--- src/rr_pkg.sv ---
package rr_pkg;

  // A log unit carries its bitmap first and then the payloads of the valid channels
  localparam int chan_cnt = 4;
  localparam int unit_len_bits = 7;

  // Channel 0 sits right above the bitmap
  localparam logic [chan_cnt-1:0][unit_len_bits-1:0] chan_widths = {
    7'd32, 7'd8, 7'd16, 7'd8
  };

  // Bitmap plus every payload
  localparam int max_unit_bits = 68;

  // Trace memory geometry
  localparam int word_bits = 32;
  localparam int mem_depth = 64;
  localparam int mem_addr_bits = 6;

  // Register map
  localparam int reg_addr_bits = 3;
  localparam logic [reg_addr_bits-1:0] reg_ctrl = 3'd0;
  localparam logic [reg_addr_bits-1:0] reg_buf_size = 3'd1;
  localparam logic [reg_addr_bits-1:0] reg_record_bits = 3'd2;
  localparam logic [reg_addr_bits-1:0] reg_replay_bits = 3'd3;
  localparam logic [reg_addr_bits-1:0] reg_irq_status = 3'd4;

  // Length of a unit in bits as given by its valid bitmap
  function automatic logic [unit_len_bits-1:0] unit_len(input logic [chan_cnt-1:0] bitmap);
    logic [unit_len_bits-1:0] len;
    len = unit_len_bits'(chan_cnt);
    for (int i = 0; i < chan_cnt; i++) begin
      if (bitmap[i]) begin
        len = len + chan_widths[i];
      end
    end
    return len;
  endfunction

endpackage
--- src/rr_storage_backend.sv ---
`timescale 1ns/1ps

module rr_storage_backend (
  input  logic                             clk,
  input  logic                             rstn,
  input  logic                             record_valid,
  output logic                             record_ready,
  input  logic [rr_pkg::max_unit_bits-1:0] record_data,
  input  logic [rr_pkg::unit_len_bits-1:0] record_len,
  output logic                             replay_valid,
  input  logic                             replay_ready,
  output logic [rr_pkg::max_unit_bits-1:0] replay_data,
  output logic [rr_pkg::unit_len_bits-1:0] replay_len,
  input  logic                             reg_wr,
  input  logic [rr_pkg::reg_addr_bits-1:0] reg_addr,
  input  logic [31:0]                      reg_wdata,
  output logic [31:0]                      reg_rdata,
  output logic                             irq_req,
  input  logic                             irq_ack
);
  import rr_pkg::*;

  logic [mem_addr_bits:0]   buf_size;
  logic [31:0]              record_bits;
  logic [31:0]              replay_bits;
  logic                     record_finish, replay_start, write_done, read_done;
  logic                     mem_we, mem_re;
  logic [mem_addr_bits-1:0] mem_waddr, mem_raddr;
  logic [word_bits-1:0]     mem_wdata, mem_rdata;

  rr_backend_csr csr_inst (
    .clk           (clk),
    .rstn          (rstn),
    .reg_wr        (reg_wr),
    .reg_addr      (reg_addr),
    .reg_wdata     (reg_wdata),
    .reg_rdata     (reg_rdata),
    .buf_size      (buf_size),
    .record_finish (record_finish),
    .replay_bits   (replay_bits),
    .replay_start  (replay_start),
    .record_bits   (record_bits),
    .write_done    (write_done),
    .read_done     (read_done),
    .irq_req       (irq_req),
    .irq_ack       (irq_ack)
  );

  rr_record_packer packer_inst (
    .clk           (clk),
    .rstn          (rstn),
    .record_valid  (record_valid),
    .record_ready  (record_ready),
    .record_data   (record_data),
    .record_len    (record_len),
    .buf_size      (buf_size),
    .record_finish (record_finish),
    .record_bits   (record_bits),
    .write_done    (write_done),
    .mem_we        (mem_we),
    .mem_waddr     (mem_waddr),
    .mem_wdata     (mem_wdata)
  );

  rr_replay_unpacker unpacker_inst (
    .clk          (clk),
    .rstn         (rstn),
    .replay_start (replay_start),
    .replay_bits  (replay_bits),
    .replay_valid (replay_valid),
    .replay_ready (replay_ready),
    .replay_data  (replay_data),
    .replay_len   (replay_len),
    .read_done    (read_done),
    .mem_re       (mem_re),
    .mem_raddr    (mem_raddr),
    .mem_rdata    (mem_rdata)
  );

  rr_trace_mem mem_inst (
    .clk   (clk),
    .we    (mem_we),
    .waddr (mem_waddr),
    .wdata (mem_wdata),
    .re    (mem_re),
    .raddr (mem_raddr),
    .rdata (mem_rdata)
  );

endmodule

--- src/rr_backend_csr.sv ---
`timescale 1ns/1ps

module rr_backend_csr (
  input  logic                             clk,
  input  logic                             rstn,
  input  logic                             reg_wr,
  input  logic [rr_pkg::reg_addr_bits-1:0] reg_addr,
  input  logic [31:0]                      reg_wdata,
  output logic [31:0]                      reg_rdata,
  output logic [rr_pkg::mem_addr_bits:0]   buf_size,
  output logic                             record_finish,
  output logic [31:0]                      replay_bits,
  output logic                             replay_start,
  input  logic [31:0]                      record_bits,
  input  logic                             write_done,
  input  logic                             read_done,
  output logic                             irq_req,
  input  logic                             irq_ack
);
  import rr_pkg::*;

  logic [1:0] irq_status;
  logic [1:0] irq_events;
  logic wr_ctrl, wr_buf_size, wr_replay_bits, wr_irq_status;

  assign wr_ctrl        = reg_wr && (reg_addr == reg_ctrl);
  assign wr_buf_size    = reg_wr && (reg_addr == reg_buf_size);
  assign wr_replay_bits = reg_wr && (reg_addr == reg_replay_bits);
  assign wr_irq_status  = reg_wr && (reg_addr == reg_irq_status);

  // Bit 0 is the write side, bit 1 the read side
  assign irq_events = {read_done, write_done};

  always_ff @(posedge clk) begin
    if (!rstn) begin
      buf_size      <= (mem_addr_bits + 1)'(mem_depth);
      replay_bits   <= '0;
      record_finish <= 1'b0;
      replay_start  <= 1'b0;
      irq_status    <= '0;
      irq_req       <= 1'b0;
    end else begin
      record_finish <= wr_ctrl && reg_wdata[0];
      replay_start  <= wr_ctrl && reg_wdata[1];
      if (wr_buf_size) begin
        buf_size <= reg_wdata[mem_addr_bits:0];
      end
      if (wr_replay_bits) begin
        replay_bits <= reg_wdata;
      end
      // An event on the same edge as the clearing write is kept
      if (wr_irq_status) begin
        irq_status <= irq_events;
      end else begin
        irq_status <= irq_status | irq_events;
      end
      if (|irq_events) begin
        irq_req <= 1'b1;
      end else if (irq_ack) begin
        irq_req <= 1'b0;
      end
    end
  end

  // The control register holds only strobes and reads back as zero
  always_comb begin
    case (reg_addr)
      reg_buf_size:    reg_rdata = 32'(buf_size);
      reg_record_bits: reg_rdata = record_bits;
      reg_replay_bits: reg_rdata = replay_bits;
      reg_irq_status:  reg_rdata = 32'(irq_status);
      default:         reg_rdata = '0;
    endcase
  end

endmodule

--- src/rr_replay_unpacker.sv ---
`timescale 1ns/1ps

module rr_replay_unpacker (
  input  logic                             clk,
  input  logic                             rstn,
  input  logic                             replay_start,
  input  logic [31:0]                      replay_bits,
  output logic                             replay_valid,
  input  logic                             replay_ready,
  output logic [rr_pkg::max_unit_bits-1:0] replay_data,
  output logic [rr_pkg::unit_len_bits-1:0] replay_len,
  output logic                             read_done,
  output logic                             mem_re,
  output logic [rr_pkg::mem_addr_bits-1:0] mem_raddr,
  input  logic [rr_pkg::word_bits-1:0]     mem_rdata
);
  import rr_pkg::*;

  logic [word_bits+max_unit_bits-1:0] buf_q, popped, buf_d;
  logic [unit_len_bits:0]             fill_q, fill_pop, fill_d;
  logic [31:0]                        rd_cnt_q, out_cnt_q, words_needed;
  logic [unit_len_bits-1:0]           len;
  logic [max_unit_bits-1:0]           len_mask;
  logic active_q, pend_q, accept;

  // Number of words that hold the whole recorded stream
  assign words_needed = 32'((33'(replay_bits) + 33'd31) >> 5);

  // The unit at the bottom of the buffer is decoded from its bitmap
  assign len = unit_len(buf_q[chan_cnt-1:0]);
  assign len_mask = {max_unit_bits{1'b1}} >> (max_unit_bits - len);

  assign replay_len = len;
  assign replay_data = buf_q[max_unit_bits-1:0] & len_mask;
  assign replay_valid = active_q && (fill_q >= chan_cnt) && (fill_q >= len) &&
                        (out_cnt_q < replay_bits);
  assign accept = replay_valid && replay_ready;

  // A read still in flight counts as a full word already in the buffer
  assign mem_re = active_q && (rd_cnt_q < words_needed) &&
                  ((32'(fill_q) + (pend_q ? 32'(word_bits) : 32'd0)) < max_unit_bits);
  assign mem_raddr = rd_cnt_q[mem_addr_bits-1:0];

  always_comb begin
    popped = buf_q;
    fill_pop = fill_q;
    if (accept) begin
      popped = buf_q >> len;
      fill_pop = fill_q - (unit_len_bits + 1)'(len);
    end

    // Returning word lands above whatever is left after the pop
    buf_d = popped;
    fill_d = fill_pop;
    if (pend_q) begin
      buf_d = popped | ({{max_unit_bits{1'b0}}, mem_rdata} << fill_pop);
      fill_d = fill_pop + (unit_len_bits + 1)'(word_bits);
    end
  end

  always_ff @(posedge clk) begin
    if (!rstn) begin
      buf_q     <= '0;
      fill_q    <= '0;
      rd_cnt_q  <= '0;
      out_cnt_q <= '0;
      pend_q    <= 1'b0;
      active_q  <= 1'b0;
      read_done <= 1'b0;
    end else if (replay_start) begin
      // Restart from word 0 and drop any read still in flight
      buf_q     <= '0;
      fill_q    <= '0;
      rd_cnt_q  <= '0;
      out_cnt_q <= '0;
      pend_q    <= 1'b0;
      active_q  <= 1'b1;
      read_done <= 1'b0;
    end else begin
      buf_q     <= buf_d;
      fill_q    <= fill_d;
      pend_q    <= mem_re;
      read_done <= 1'b0;
      if (mem_re) begin
        rd_cnt_q <= rd_cnt_q + 1'b1;
      end
      if (accept) begin
        out_cnt_q <= out_cnt_q + 32'(len);
        if ((out_cnt_q + 32'(len)) >= replay_bits) begin
          read_done <= 1'b1;
        end
      end
    end
  end

endmodule

--- src/rr_record_packer.sv ---
`timescale 1ns/1ps

module rr_record_packer (
  input  logic                             clk,
  input  logic                             rstn,
  input  logic                             record_valid,
  output logic                             record_ready,
  input  logic [rr_pkg::max_unit_bits-1:0] record_data,
  input  logic [rr_pkg::unit_len_bits-1:0] record_len,
  input  logic [rr_pkg::mem_addr_bits:0]   buf_size,
  input  logic                             record_finish,
  output logic [31:0]                      record_bits,
  output logic                             write_done,
  output logic                             mem_we,
  output logic [rr_pkg::mem_addr_bits-1:0] mem_waddr,
  output logic [rr_pkg::word_bits-1:0]     mem_wdata
);
  import rr_pkg::*;

  logic [word_bits+max_unit_bits-1:0] res_q, res_merged, res_d;
  logic [unit_len_bits:0]             fill_q, fill_merged, fill_d;
  logic [mem_addr_bits:0]             wcount_q;
  logic [max_unit_bits-1:0]           unit_mask;
  logic [word_bits-1:0]               wr_word;
  logic [31:0]                        cap_bits;
  logic active_q, flush_q, pad_q, done_q;
  logic accept, fits, flush_now, do_write, done_set;

  // Capacity of the buffer in bits
  assign cap_bits = 32'(buf_size) << 5;
  assign fits = (record_bits + 32'(record_len)) <= cap_bits;

  assign record_ready = active_q && !flush_q && !pad_q && !done_q && (fill_q < word_bits) && fits;
  assign accept = record_valid && record_ready;
  assign flush_now = flush_q || record_finish;
  assign unit_mask = {max_unit_bits{1'b1}} >> (max_unit_bits - record_len);

  always_comb begin
    res_merged = res_q;
    fill_merged = fill_q;
    if (accept) begin
      // New unit goes right above the bits already held
      res_merged = res_q | ({{word_bits{1'b0}}, record_data & unit_mask} << fill_q);
      fill_merged = fill_q + (unit_len_bits + 1)'(record_len);
    end
    wr_word = res_merged[word_bits-1:0];

    // Full words go out first, a flush pads the tail and a full buffer pads to the end
    do_write = 1'b0;
    if ((wcount_q < buf_size) && !done_q) begin
      if ((fill_merged >= word_bits) ||
          ((flush_now || pad_q) && ((fill_merged != 0) || pad_q))) begin
        do_write = 1'b1;
      end
    end

    res_d = res_merged;
    fill_d = fill_merged;
    if (do_write) begin
      res_d = res_merged >> word_bits;
      if (fill_merged > word_bits) begin
        fill_d = fill_merged - (unit_len_bits + 1)'(word_bits);
      end else begin
        fill_d = '0;
      end
    end

    done_set = active_q && !done_q &&
               ((wcount_q == buf_size) || (flush_now && (fill_merged == 0)));
  end

  always_ff @(posedge clk) begin
    if (!rstn) begin
      res_q       <= '0;
      fill_q      <= '0;
      wcount_q    <= '0;
      active_q    <= 1'b0;
      flush_q     <= 1'b0;
      pad_q       <= 1'b0;
      done_q      <= 1'b0;
      record_bits <= '0;
      write_done  <= 1'b0;
      mem_we      <= 1'b0;
    end else begin
      active_q   <= 1'b1;
      res_q      <= res_d;
      fill_q     <= fill_d;
      mem_we     <= do_write;
      write_done <= done_set;
      if (do_write) begin
        wcount_q <= wcount_q + 1'b1;
      end
      if (accept) begin
        record_bits <= record_bits + 32'(record_len);
      end
      if (record_finish) begin
        flush_q <= 1'b1;
      end
      // A waiting unit that no longer fits closes the buffer
      if (active_q && record_valid && !fits && !flush_q && !done_q) begin
        pad_q <= 1'b1;
      end
      if (done_set) begin
        done_q <= 1'b1;
      end
    end
  end

  always_ff @(posedge clk) begin
    if (do_write) begin
      mem_waddr <= wcount_q[mem_addr_bits-1:0];
      mem_wdata <= wr_word;
    end
  end

endmodule

--- src/rr_trace_mem.sv ---
`timescale 1ns/1ps

module rr_trace_mem (
  input  logic                             clk,
  input  logic                             we,
  input  logic [rr_pkg::mem_addr_bits-1:0] waddr,
  input  logic [rr_pkg::word_bits-1:0]     wdata,
  input  logic                             re,
  input  logic [rr_pkg::mem_addr_bits-1:0] raddr,
  output logic [rr_pkg::word_bits-1:0]     rdata
);
  import rr_pkg::*;

  logic [word_bits-1:0] mem [mem_depth];

  always_ff @(posedge clk) begin
    if (we) begin
      mem[waddr] <= wdata;
    end
  end

  // The read port is registered and data shows up one cycle after re
  always_ff @(posedge clk) begin
    if (re) begin
      rdata <= mem[raddr];
    end
  end

endmodule

--- config.mk ---
export PLATFORM = sky130hd
export DESIGN_NAME = rr_storage_backend
export DESIGN_NICKNAME = d
export VERILOG_FILES = /design/src/rr_pkg.sv /design/src/rr_storage_backend.sv /design/src/rr_backend_csr.sv /design/src/rr_replay_unpacker.sv /design/src/rr_record_packer.sv /design/src/rr_trace_mem.sv
export SDC_FILE = /design/constraint.sdc
export NUM_CORES = 2
export LEC_CHECK = 0
export BUFFER_PORTS_ARGS = -buffer_cell sky130_fd_sc_hd__buf_4
export CAP_MARGIN = 15
export CORE_ASPECT_RATIO = 0.9
export CORE_UTILIZATION = 55
export DETAILED_ROUTE_END_ITERATION = 7
export GPL_TIMING_DRIVEN = 0
export HOLD_SLACK_MARGIN = 0.06
export PLACE_DENSITY = 0.7
export SLEW_MARGIN = 20
export SYNTH_ARGS = -nofsm -noshare
export SYNTH_HDL_FRONTEND = slang
export SYNTH_SLANG_ARGS = --single-unit
export TNS_END_PERCENT = 5
--- constraint.sdc ---
create_clock -name clk -period 6.9 [get_ports clk]
set_input_delay 1.38 -clock clk [delete_from_list [all_inputs] [get_ports clk]]
set_output_delay 1.38 -clock clk [all_outputs]
set_load 0.02 [all_outputs]
==> impl_results.md <==
* CTS HTree Levels at 4
* Inst Count DP at 10.7k
* Commonest non-fill, non-tap cell in the layout: edfxtp_1
* Max Slew Vio Count at 0
* First-pass GRT wire length at 654000 um
* Period utilization at 0.999
* Ys async rst share at 0
* Worst-Margin Slew at 1310 ps
* Layout Area Growth over Synthesis at 15.2%
* # Max-Cap Violations at 0
* Worst path max stage delay at 710 ps
* DRC viols at 1
* Initial antenna violation count at 33
* Cell Rows at 157
* RSZ-0062 raised after global routing: yes
* # nets final at 8491
* Avg Cell Area, Syn at 14.9 um2
* DP Wirelength at 317000 um
* Maximum clock rate at 145 MHz
* Max_slew headroom at 0.124
* Leakage at 43.0 nW
* Ys flop type: edfxtp_1
* Setup_tns at 0 ps
* EDFF count, synth at 2118
* CTS Root Cell: clkbuf_16
* Worst skew pair latency at 940 ps
* Worst path depth at 18
* DRT iter0 DRCs at 15.0k
* Hold path depth at 1
* Hold crit path type: register to register
* Chip height at 433 um
* Max stage delay cell, worst path: clkbuf_1
* Kind of critical path: register to register
* Die W at 480 um
* CP Capture Type: register
* Synth Warn # at 0
* Unique cell type count in the Yosys netlist at 101
* Final ANT Viol Nets at 0
* Filler cells at 13.7k
* DRT Pass-1 Iters at 8
* Placer congestion estimate at 1.03
* Worst Skew at 133 ps
* Synth Cell Area at 113000 um2
* R2r worst-path depth at 18
* CP Max Fanout at 10
* Ports at 226
* Average wire per standard cell at 42.6 um
* CP Launch Type: register
* Clk slew on worst S/H paths at 60 ps
* Largest net degree at the start of global routing at 48
* Max Root-Sink Buffers at 3
* Cells after Synth at 7586
* PwrDens at 316 nW/um2
* CTS tree: done
* Number of global-route vias before repair at 79.6k
* Dpl ws at -1510 ps
* Synth Register Bits at 2486
* Final Hold Fails at 0
* Remaining Overflow, GRT at 0
* # clock sinks at 2486
* Total Routing Usage GR at 0.456
* Worst EP arrival at 7640 ps
* Most frequent cells in the layout: edfxtp_1 (2118), mux4_2 (695), nand2_1 (505)
* Final setup vio count at 0
* Initial Utilization at 0.555
* Seq/Total Area, Yosys at 0.626
* PortBufs at 221
* Fin crit period at 6890 ps
* Die footprint at 208000 um2
* CP Cell Sequence: ha_1 -> and2_1 -> ha_1 -> inv_2 -> clkbuf_1 -> clkbuf_1 -> ha_1 -> o21ai_0 -> o21ai_0 -> a21oi_1 -> nand4b_1 -> nor2_1 -> clkbuf_1 -> buf_1 -> clkbuf_1 -> clkbuf_1 -> o21ai_0 -> o22ai_1
* CORE AREA at 204000 um2
* Via Count at 84.0k
* Worst path top cell family by delay: buffers and inverters
* Failing checks: DRC
* Finished Layout Cells at 11.1k
* Max IR drop VDD at 394 uV
* CTS Buf Count at 230
* Routed wire length at 475000 um
* Status: complete, but fails checks
* CP Data Required Time at 7650 ps
* Crit-path most repeated cell: clkbuf_1
* Layout cell share with drive strength beyond 1 at 0.208
* Final worst slack at 6.95 ps
* Hold_buf cts at 0
* Hold WS at 455 ps
* Bufs and invs on worst path at 7
* Vias/cell at 7.54
cell type report:
cell class              count  area, um2  area share
inverters                 107        404     0.00310
repair buffers            419       5460      0.0419
multi-input cells        4465      40600       0.311
clock buffers             289       6040      0.0463
clock inverters           131       1510      0.0115
well taps                2703       3380      0.0259
flip-flops and latches   2486      71000       0.544
diodes                     14       35.0    0.000268
plain buffers             528       2130      0.0163
power by group:
part | switching (W) | internal, W
clock network | 0.00631 | 0.00701
logic | 0.00599 | 0.00225
registers | 0.000869 | 0.0188
total | 0.0132 | 0.0280
stage by stage:
stage	cell area, um2	util	total power [W]
after global placement	118000	0.580	0.0261
final	131000	0.640	0.0412
after detailed placement	123000	0.601	0.0273
after global routing	131000	0.639	0.0416
after CTS	130000	0.638	0.0405
after floorplan	113000	-	0.0229
kinds of logic after synthesis:
family | Yosys count | share of synthesized area
buffers and inverters | 636 | 0.0216
muxes | 943 | 0.160
DFF | 2486 | 0.626
xor gates and xnor gates | 115 | 0.00889
AOI/OAI and AO/OA | 1515 | 0.0930
other | 2 | 0.0000663
adders and majority gates | 138 | 0.0155
and+or+nand+nor | 1751 | 0.0744
path summary, 6_finish.rpt:
| kind | startpoint | slack [ps] | endpoint |
|---|---|---|---|
| max reg2reg | unpacker_inst.buf_q[1] | 7 | unpacker_inst.buf_q[5] |
| min | unpacker_inst.rd_cnt_q[28] | 450 | unpacker_inst.rd_cnt_q[28] |
| max | unpacker_inst.buf_q[1] | 7 | unpacker_inst.buf_q[5] |
| min reg2reg | unpacker_inst.rd_cnt_q[28] | 450 | unpacker_inst.rd_cnt_q[28] |
synthesized netlist by cell type, types with 27 or more instances:
| library cell | instances | area share |
|---|---|---|
| nor2b_1 | 59 | 0.0033 |
| a211oi_1 | 70 | 0.0046 |
| ha_1 | 134 | 0.015 |
| nand3_1 | 124 | 0.0055 |
| buf_2 | 37 | 0.0016 |
| buf_1 | 79 | 0.0026 |
| o211ai_1 | 71 | 0.0047 |
| clkbuf_1 | 407 | 0.013 |
| o31ai_1 | 54 | 0.0036 |
| o22ai_1 | 73 | 0.0040 |
| dfxtp_1 | 368 | 0.065 |
| o211a_1 | 43 | 0.0038 |
| or3_1 | 37 | 0.0020 |
| a22o_1 | 30 | 0.0023 |
| mux2i_1 | 220 | 0.019 |
| nor4_1 | 36 | 0.0020 |
| and3_1 | 111 | 0.0061 |
| nand2_1 | 505 | 0.017 |
| xor2_1 | 43 | 0.0033 |
| and2_1 | 79 | 0.0044 |
| or2_2 | 30 | 0.0017 |
| o21ai_0 | 222 | 0.0098 |
| a211o_1 | 30 | 0.0023 |
| inv_1 | 97 | 0.0032 |
| a31oi_1 | 51 | 0.0028 |
| nand4_1 | 70 | 0.0039 |
| a21o_1 | 66 | 0.0044 |
| o221ai_1 | 38 | 0.0029 |
| a21oi_1 | 361 | 0.016 |
| o21a_1 | 33 | 0.0022 |
| nor2_1 | 458 | 0.015 |
| a221oi_1 | 59 | 0.0046 |
| mux2_2 | 27 | 0.0027 |
| nand2b_1 | 33 | 0.0018 |
| or4_1 | 37 | 0.0025 |
| edfxtp_1 | 2118 | 0.56 |
| nor3_1 | 113 | 0.0050 |
| mux4_2 | 695 | 0.14 |
| xnor2_1 | 72 | 0.0056 |
state kept, by name, summed over array words and instances, names as in the netlist, 7 cells and up:
signal / count
packer_inst.fill_q: 8
packer_inst.record_bits: 32
unpacker_inst.rd_cnt_q: 32
mem_inst.mem: 2048
mem_inst.rdata: 32
packer_inst.mem_wdata: 32
packer_inst.res_q: 100
csr_inst.buf_size: 7
unpacker_inst.out_cnt_q: 30
csr_inst.replay_bits: 32
packer_inst.wcount_q: 7
unpacker_inst.buf_q: 100
timing repair:
action,CTS,global route
pin swaps,3,8
endpoints found under the setup margin,96,158
setup buffers,1,0
gates resized for setup,16,44
endpoints found under the hold margin,0,0
metal layers:
layer  part of all wire  wire length, um  vias to the layer above  global-route usage
li1                   -                -                    31800                   -
met1               0.36           169000                    42200               0.621
met2               0.43           206000                     8390               0.671
met3               0.14            67700                     1584               0.128
met4              0.069            32800                       24               0.238
met5            0.00037              178                        -                   0
Note: power is estimated with default switching activity, not from simulation.
